**src/hdl/aud_pkg.sv**
```systemverilog
package aud_pkg;

    // ########################################
    // Sample format
    // ########################################

    localparam int SAMPLE_W  = 16;
    localparam int BIT_CNT_W = $clog2(SAMPLE_W);

    // Index of the final bit of a sample in the bit counter.
    localparam logic [BIT_CNT_W-1:0] LAST_BIT = BIT_CNT_W'(SAMPLE_W - 1);

    // Kept small so a full recording fits in a short simulation.
    localparam int REC_LIMIT = 64;
    localparam int REC_CNT_W = $clog2(REC_LIMIT);
    localparam logic [REC_CNT_W-1:0] LAST_IDX = REC_CNT_W'(REC_LIMIT - 1);

    // ########################################
    // Sample buffer
    // ########################################

    localparam int FIFO_DEPTH = 8;
    localparam int FIFO_PTR_W = $clog2(FIFO_DEPTH);
    localparam int FIFO_CNT_W = FIFO_PTR_W + 1;
    localparam logic [FIFO_CNT_W-1:0] FIFO_FULL = FIFO_CNT_W'(FIFO_DEPTH);

    // Recorder FSM states.
    typedef enum logic [2:0] {
        REC_IDLE,
        REC_WAIT,
        REC_SHIFT,
        REC_HOLD,
        REC_FINISH
    } rec_state_e;

endpackage

```
**src/hdl/mem_pkg.sv**
```systemverilog
package mem_pkg;

    // ########################################
    // Sample memory format
    // ########################################

    // Word address into the sample memory.
    localparam int ADDR_W = 20;

    // One memory word holds one sample.
    localparam int DATA_W = 16;

    // Writer FSM states.
    // WR_BUS covers the whole Wishbone cycle up to and including ack.
    typedef enum logic [1:0] {
        WR_IDLE,
        WR_BUS,
        WR_DONE
    } wr_state_e;

endpackage

```
**src/hdl/sample_stream_if.sv**
```systemverilog
interface sample_stream_if;

    logic                          valid;
    logic                          ready;
    logic [aud_pkg::SAMPLE_W-1:0]  data;
    // Marks the final sample of a recording.
    logic                          last;

    modport src (
        output valid,
        output data,
        output last,
        input  ready
    );

    modport snk (
        input  valid,
        input  data,
        input  last,
        output ready
    );

endinterface

```
**src/hdl/aud_capture_top.sv**
```systemverilog
module aud_capture_top (
    input  logic                        i_clk,
    input  logic                        i_rst_n,
    input  logic                        i_lrc,
    input  logic                        i_data,
    input  logic                        i_start,
    input  logic                        i_pause,
    input  logic                        i_stop,
    output logic                        o_recording,
    output logic                        o_overrun,
    output logic                        o_done,
    output logic                        o_wb_cyc,
    output logic                        o_wb_stb,
    output logic                        o_wb_we,
    output logic [mem_pkg::ADDR_W-1:0]  o_wb_adr,
    output logic [mem_pkg::DATA_W-1:0]  o_wb_dat,
    input  logic                        i_wb_ack
);

    sample_stream_if rec_stream ();
    sample_stream_if mem_stream ();

    aud_recorder u_recorder (
        .i_clk       (i_clk),
        .i_rst_n     (i_rst_n),
        .i_lrc       (i_lrc),
        .i_data      (i_data),
        .i_start     (i_start),
        .i_pause     (i_pause),
        .i_stop      (i_stop),
        .o_recording (o_recording),
        .o_overrun   (o_overrun),
        .rec_stream  (rec_stream.src)
    );

    // The buffer rides out slow acknowledges from the memory.
    sample_fifo u_fifo (
        .i_clk      (i_clk),
        .i_rst_n    (i_rst_n),
        .rec_stream (rec_stream.snk),
        .mem_stream (mem_stream.src)
    );

    sram_writer u_writer (
        .i_clk      (i_clk),
        .i_rst_n    (i_rst_n),
        .mem_stream (mem_stream.snk),
        .o_wb_cyc   (o_wb_cyc),
        .o_wb_stb   (o_wb_stb),
        .o_wb_we    (o_wb_we),
        .o_wb_adr   (o_wb_adr),
        .o_wb_dat   (o_wb_dat),
        .i_wb_ack   (i_wb_ack),
        .o_done     (o_done)
    );

endmodule

```
**src/hdl/aud_recorder.sv**
```systemverilog
module aud_recorder (
    input  logic               i_clk,
    input  logic               i_rst_n,
    input  logic               i_lrc,
    input  logic               i_data,
    input  logic               i_start,
    input  logic               i_pause,
    input  logic               i_stop,
    output logic               o_recording,
    output logic               o_overrun,
    sample_stream_if.src       rec_stream
);

    aud_pkg::rec_state_e                state_r, state_w;
    logic [aud_pkg::SAMPLE_W-1:0]      data_r, data_w;
    logic [aud_pkg::BIT_CNT_W-1:0]     bit_cnt_r, bit_cnt_w;
    logic [aud_pkg::REC_CNT_W-1:0]     rec_cnt_r, rec_cnt_w;
    logic                              stop_r, stop_w;
    logic                              ovr_r, ovr_w;
    logic                              lrc_q;
    logic                              frame_start;
    logic                              recording;
    logic                              sample_last;

    // A frame starts on the first edge where LRC is low after being high.
    assign frame_start = lrc_q & ~i_lrc;

    assign recording   = (state_r != aud_pkg::REC_IDLE) && (state_r != aud_pkg::REC_FINISH);
    assign sample_last = stop_r || (rec_cnt_r == aud_pkg::LAST_IDX);

    assign rec_stream.valid = (state_r == aud_pkg::REC_HOLD);
    assign rec_stream.data  = data_r;
    assign rec_stream.last  = sample_last;

    assign o_recording = recording;
    assign o_overrun   = ovr_r;

    // ########################################
    // Capture FSM
    // ########################################

    always_comb begin
        state_w   = state_r;
        data_w    = data_r;
        bit_cnt_w = bit_cnt_r;
        rec_cnt_w = rec_cnt_r;
        stop_w    = stop_r;
        ovr_w     = ovr_r;
        case (state_r)
            aud_pkg::REC_IDLE: begin
                if (i_start) begin
                    state_w   = aud_pkg::REC_WAIT;
                    rec_cnt_w = '0;
                    stop_w    = 1'b0;
                    ovr_w     = 1'b0;
                end
            end
            aud_pkg::REC_WAIT: begin
                // A frame that starts with pause high is skipped entirely.
                if (frame_start && !i_pause) begin
                    data_w    = {data_r[aud_pkg::SAMPLE_W-2:0], i_data};
                    bit_cnt_w = 1'b1;
                    state_w   = aud_pkg::REC_SHIFT;
                end
            end
            aud_pkg::REC_SHIFT: begin
                data_w    = {data_r[aud_pkg::SAMPLE_W-2:0], i_data};
                bit_cnt_w = bit_cnt_r + 1'b1;
                if (bit_cnt_r == aud_pkg::LAST_BIT) begin
                    state_w = aud_pkg::REC_HOLD;
                end
            end
            aud_pkg::REC_HOLD: begin
                if (rec_stream.ready) begin
                    rec_cnt_w = rec_cnt_r + 1'b1;
                    state_w   = sample_last ? aud_pkg::REC_FINISH : aud_pkg::REC_WAIT;
                end else begin
                    // The buffer is full, so this sample is lost.
                    ovr_w   = 1'b1;
                    state_w = aud_pkg::REC_WAIT;
                end
            end
            aud_pkg::REC_FINISH: begin
                stop_w  = 1'b0;
                state_w = aud_pkg::REC_IDLE;
            end
            default: begin
                state_w = aud_pkg::REC_IDLE;
            end
        endcase
        // Stop is latched whenever it arrives during a recording.
        if (i_stop && recording) begin
            stop_w = 1'b1;
        end
    end

    always_ff @(posedge i_clk or posedge i_rst_n) begin
        if (i_rst_n) begin
            state_r   <= aud_pkg::REC_IDLE;
            bit_cnt_r <= '0;
            rec_cnt_r <= '0;
            stop_r    <= 1'b0;
            ovr_r     <= 1'b0;
            lrc_q     <= 1'b0;
        end else begin
            state_r   <= state_w;
            bit_cnt_r <= bit_cnt_w;
            rec_cnt_r <= rec_cnt_w;
            stop_r    <= stop_w;
            ovr_r     <= ovr_w;
            lrc_q     <= i_lrc;
        end
    end

    always_ff @(posedge i_clk) begin
        data_r <= data_w;
    end

endmodule

```
**src/hdl/sample_fifo.sv**
```systemverilog
module sample_fifo (
    input  logic           i_clk,
    input  logic           i_rst_n,
    sample_stream_if.snk   rec_stream,
    sample_stream_if.src   mem_stream
);

    logic [aud_pkg::SAMPLE_W-1:0]   data_mem [aud_pkg::FIFO_DEPTH];
    logic                           last_mem [aud_pkg::FIFO_DEPTH];
    logic [aud_pkg::FIFO_PTR_W-1:0] wr_ptr;
    logic [aud_pkg::FIFO_PTR_W-1:0] rd_ptr;
    logic [aud_pkg::FIFO_CNT_W-1:0] count;
    logic                           push;
    logic                           pop;

    assign rec_stream.ready = (count != aud_pkg::FIFO_FULL);
    assign mem_stream.valid = (count != '0);

    // Reading straight from the array makes a push visible one cycle later.
    assign mem_stream.data  = data_mem[rd_ptr];
    assign mem_stream.last  = last_mem[rd_ptr];

    assign push = rec_stream.valid & rec_stream.ready;
    assign pop  = mem_stream.valid & mem_stream.ready;

    // ########################################
    // Pointers and occupancy
    // ########################################

    always_ff @(posedge i_clk or posedge i_rst_n) begin
        if (i_rst_n) begin
            wr_ptr <= '0;
            rd_ptr <= '0;
            count  <= '0;
        end else begin
            if (push) begin
                wr_ptr <= wr_ptr + 1'b1;
            end
            if (pop) begin
                rd_ptr <= rd_ptr + 1'b1;
            end
            if (push && !pop) begin
                count <= count + 1'b1;
            end else if (pop && !push) begin
                count <= count - 1'b1;
            end
        end
    end

    always_ff @(posedge i_clk) begin
        if (push) begin
            data_mem[wr_ptr] <= rec_stream.data;
            last_mem[wr_ptr] <= rec_stream.last;
        end
    end

endmodule

```
**src/hdl/sram_writer.sv**
```systemverilog
module sram_writer (
    input  logic                        i_clk,
    input  logic                        i_rst_n,
    sample_stream_if.snk                mem_stream,
    output logic                        o_wb_cyc,
    output logic                        o_wb_stb,
    output logic                        o_wb_we,
    output logic [mem_pkg::ADDR_W-1:0]  o_wb_adr,
    output logic [mem_pkg::DATA_W-1:0]  o_wb_dat,
    input  logic                        i_wb_ack,
    output logic                        o_done
);

    mem_pkg::wr_state_e                state_r, state_w;
    logic [mem_pkg::ADDR_W-1:0]        adr_r, adr_w;
    logic [mem_pkg::DATA_W-1:0]        dat_r;
    logic                              last_r;
    logic                              accept;

    // One sample is taken only while no bus cycle is pending.
    assign mem_stream.ready = (state_r == mem_pkg::WR_IDLE);
    assign accept           = mem_stream.valid & mem_stream.ready;

    assign o_wb_cyc = (state_r == mem_pkg::WR_BUS);
    assign o_wb_stb = (state_r == mem_pkg::WR_BUS);
    assign o_wb_we  = (state_r == mem_pkg::WR_BUS);
    assign o_wb_adr = adr_r;
    assign o_wb_dat = dat_r;
    assign o_done   = (state_r == mem_pkg::WR_DONE);

    // ########################################
    // Write FSM
    // ########################################

    always_comb begin
        state_w = state_r;
        adr_w   = adr_r;
        case (state_r)
            mem_pkg::WR_IDLE: begin
                if (accept) begin
                    state_w = mem_pkg::WR_BUS;
                end
            end
            mem_pkg::WR_BUS: begin
                if (i_wb_ack) begin
                    if (last_r) begin
                        state_w = mem_pkg::WR_DONE;
                    end else begin
                        adr_w   = adr_r + 1'b1;
                        state_w = mem_pkg::WR_IDLE;
                    end
                end
            end
            mem_pkg::WR_DONE: begin
                // The next recording starts again at word zero.
                adr_w   = '0;
                state_w = mem_pkg::WR_IDLE;
            end
            default: begin
                state_w = mem_pkg::WR_IDLE;
            end
        endcase
    end

    always_ff @(posedge i_clk or posedge i_rst_n) begin
        if (i_rst_n) begin
            state_r <= mem_pkg::WR_IDLE;
            adr_r   <= '0;
        end else begin
            state_r <= state_w;
            adr_r   <= adr_w;
        end
    end

    // Data stays steady for the whole bus cycle.
    always_ff @(posedge i_clk) begin
        if (accept) begin
            dat_r  <= mem_stream.data;
            last_r <= mem_stream.last;
        end
    end

endmodule

```
**config.mk**
```make
export PLATFORM = sky130hd
export DESIGN_NAME = aud_capture_top
export DESIGN_NICKNAME = d
export VERILOG_FILES = /design/src/hdl/aud_pkg.sv /design/src/hdl/mem_pkg.sv /design/src/hdl/sample_stream_if.sv /design/src/hdl/aud_capture_top.sv /design/src/hdl/aud_recorder.sv /design/src/hdl/sample_fifo.sv /design/src/hdl/sram_writer.sv
export SDC_FILE = /design/constraint.sdc
export NUM_CORES = 1
export LEC_CHECK = 0
export ABC_AREA = 1
export BUFFER_PORTS_ARGS = -buffer_cell sky130_fd_sc_hd__buf_2
export CAP_MARGIN = 20
export CORE_MARGIN = 3
export CORE_UTILIZATION = 40
export CTS_CLUSTER_SIZE = 8
export DETAILED_ROUTE_END_ITERATION = 8
export HOLD_SLACK_MARGIN = 0.02
export RECOVER_POWER = 100
export SLEW_MARGIN = 10
export SYNTH_ARGS = -nofsm -noshare
export SYNTH_HDL_FRONTEND = slang
export SYNTH_SLANG_ARGS = --single-unit
```
**constraint.sdc**
```tcl
create_clock -name i_clk -period 2 [get_ports i_clk]
set_input_delay 0.3 -clock i_clk [delete_from_list [all_inputs] [get_ports i_clk]]
set_output_delay 0.3 -clock i_clk [all_outputs]
set_load 0.1 [all_outputs]
```
==> qor.csv <==
metric,value,unit
crit-path max FO,6,
Internal,10.2,mW
#FFs+latches synth,217,
Commonest cells post-synth,"edfxtp_1 (169), nor2_1 (140), nand2_1 (138)",
GRT met3 Usage,0.0239,
Hold Path Sink,u_recorder.o_overrun,
Core Area,21900,µm²
Setup Skew,13.0,ps
number of H-tree levels,1,
FF-to-FF End,u_fifo.count[1],
clk root buf,clkbuf_16,
CTS tree,done,
setup TNS,0,ps
Yosys Warn Count,0,
number of global-route vias before repair,6058,
met2 usage,0.258,
TritonCTS Buffers,31,
Pwr Density,1560,nW/µm²
Final #Nets,910,
Worst-Skew Late Latency,540,ps
Syn Inst Count,791,
largest net degree at the start of global routing,70,
vias per inst,5.04,
Hold Path Depth,3,
grt met1 use,0.214,
required time worst endpoint,1700,ps
Via Count,6038,
initial antenna violation count,0,
Slew @ Worst Pin,719,ps
Netlist Area Pre-Place,8920,µm²
Routed WL,18900,µm
WHS,84.4,ps
drt initial violations,412,
hold_sp,i_start,
Mapped Nets,808,
Setup-failing EPs final,0,
"EDFF count, synth",169,
Initial Utilization,0.408,
Worst setup EP type,output pin,
design area,10900,µm²
Net Switching,6.76,mW
Synth cell types,31,
Pre-antenna DRT Iters,5,
main flop type after synthesis,edfxtp_1,
r2r setup slk,70,ps
most used routing layer,met2,
Routed WL per cell,15.7,µm
Yosys top cell area share,0.569,
maximum root-to-sink buffer count,3,
FMAX,0.507,GHz
Worst-path clk slew,50,ps
Final ANT Viol Nets,0,
sw frac,0.398,
leading area contributor after synthesis,edfxtp_1,
Worst R2R Start,u_fifo.count[1],
area added between synthesis and finish,22.1,%
dpl cell area,9850,µm²
IO Count,50,
DP Wirelength,11000,µm
fin crit share,0.987,
drt drc,0,
RD Place Congestion,0.828,
R2R cell count,9,
Fin. Hold Viols,0,
slew margin rel.,0.520,
Lkg Pwr,4.17,nW
I/O Buffers,49,
die width,155,µm
first-pass GRT wire length,30900,µm
Synth Area per Inst,11.3,µm²
unrepaired setup endpoints after global routing,true,
most common cell in the synthesized netlist,edfxtp_1,
total global routing track utilization,0.157,
Util after Layout,0.498,
Worst IR Drop VDD,0.000968,V
critical path startpoint category,register,
Flop pwr share,0.357,
Comb pwr share,0.364,
post-route minimum period,1970,ps
max cap viols,0,
Congestion Overflow GR,0,
Num Clock Sinks,217,
outcome,finished clean,
"top cells by area, synth","edfxtp_1 (57%), dfrtp_1 (13%), nor2_1 (5.9%)",
row count,54,
Tightest Hold Check Type,primary input to register,
ys async rst share,0.221,
total power,17.0,mW
Clk pwr share,0.279,
share of layout cells above drive strength 1,0.175,
Max Transition Viols Final,0,
die area,24100,µm²
Worst Setup Path Type,register to output pin,
register area share after synthesis,0.703,
Die Y,155,µm
Antenna Cells,0,
crit path DAT,1670,ps
## layer usage
| metal | vias to the layer above | part of all wire |
|---|---|---|
| met1 | 2884 | 0.45 |
| li1 | 2957 | - |
| met2 | 161 | 0.48 |
| met4 | 0 | 0.026 |
| met3 | 36 | 0.044 |
| met5 | - | 0 |
## state kept, by name, indices dropped and copies added, names as in the netlist
register,count
u_fifo.data_mem,128
u_writer.o_wb_adr,20
u_recorder.rec_stream.data,16
u_writer.o_wb_dat,16
u_fifo.last_mem,8
u_recorder.rec_cnt_r,6
u_fifo.count,4
u_recorder.bit_cnt_r,4
u_fifo.rd_ptr,3
u_fifo.wr_ptr,3
u_recorder.state_r,3
u_writer.state_r,2
u_recorder.lrc_q,1
u_recorder.o_overrun,1
u_recorder.stop_r,1
u_writer.last_r,1
## area by class of cell
cell class              instances  area, µm²
repair buffers                 98        772
clock inverters                 2       28.8
well taps                     280        350
fillers                      1969      11000
clock buffers                  56        870
multi-input cells             493       2400
flip-flops and latches        217       6280
inverters                      52        198
## logic make-up after synthesis
group / synth area share
XOR/XNOR: 0.00883
AO/OA/AOI/OAI: 0.0862
adder cells (fa/ha/maj): 0.0135
flip-flops: 0.703
buffers and inverters: 0.0376
AND/OR/NAND/NOR: 0.149
multiplexers: 0.00126
## power groups by stage
stage | Clock [mW] | Combinational (mW) | Sequential [mW]
floorplan | 0 | 2.90 | 7.65
global placement | 0 | 5.98 | 6.14
detailed placement | 0 | 6.04 | 6.15
CTS | 4.87 | 6.12 | 6.08
global route | 5.04 | 6.79 | 6.15
finish | 4.75 | 6.19 | 6.07
## stage by stage
step | instances | setup slack (ps)
after floorplan | 791 | -187
after global placement | 1132 | -86.3
after detailed placement | 1132 | -195
after CTS | 1196 | 1.64
after global routing | 1198 | -40.7
final | 1198 | 27.0
## cell usage in the layout, fill, tap and decap left out, types with 7 or more instances in the layout
cell type	count
edfxtp_1	169
nand2_1	135
nor2_1	132
o21ai_0	94
buf_2	45
dfrtp_1	45
inv_1	43
buf_4	32
clkbuf_16	31
a21oi_1	28
clkbuf_1	26
nand3_1	19
a31oi_1	17
nand4_1	12
buf_12	11
nor2_2	8
xor2_1	7
nor3_1	7
## worst max-delay path by stage
| stage | from | endpoint | slack, ps | depth (start not counted) |
|---|---|---|---|---|
| after floorplan | u_recorder.state_r[2] | u_fifo.data_mem[0][0] | -190 | 4 |
| after global placement | u_fifo.count[0] | u_fifo.count[3] | -90 | 13 |
| after detailed placement | u_fifo.count[0] | u_fifo.count[3] | -190 | 13 |
| after CTS | u_writer.state_r[0] | o_done | 2 | 5 |
| after global routing | u_fifo.count[1] | u_fifo.count[3] | -40 | 13 |
| final | u_writer.state_r[1] | o_wb_we | 30 | 3 |
## critical path: stages, from the launching register on
cell,delay (ps)
dfrtp_1,370
buf_4,150
nor2_4,160
buf_2,450
## repair_timing
action | in CTS | in global routing
setup buffers | 1 | 2
hold endpoints to repair | 21 | 0
endpoints found under the setup margin | 3 | 8
hold buffers | 5 | 0
pin swaps | 0 | 10
gates resized for setup | 7 | 18
Power figures use the tool's default switching activity.
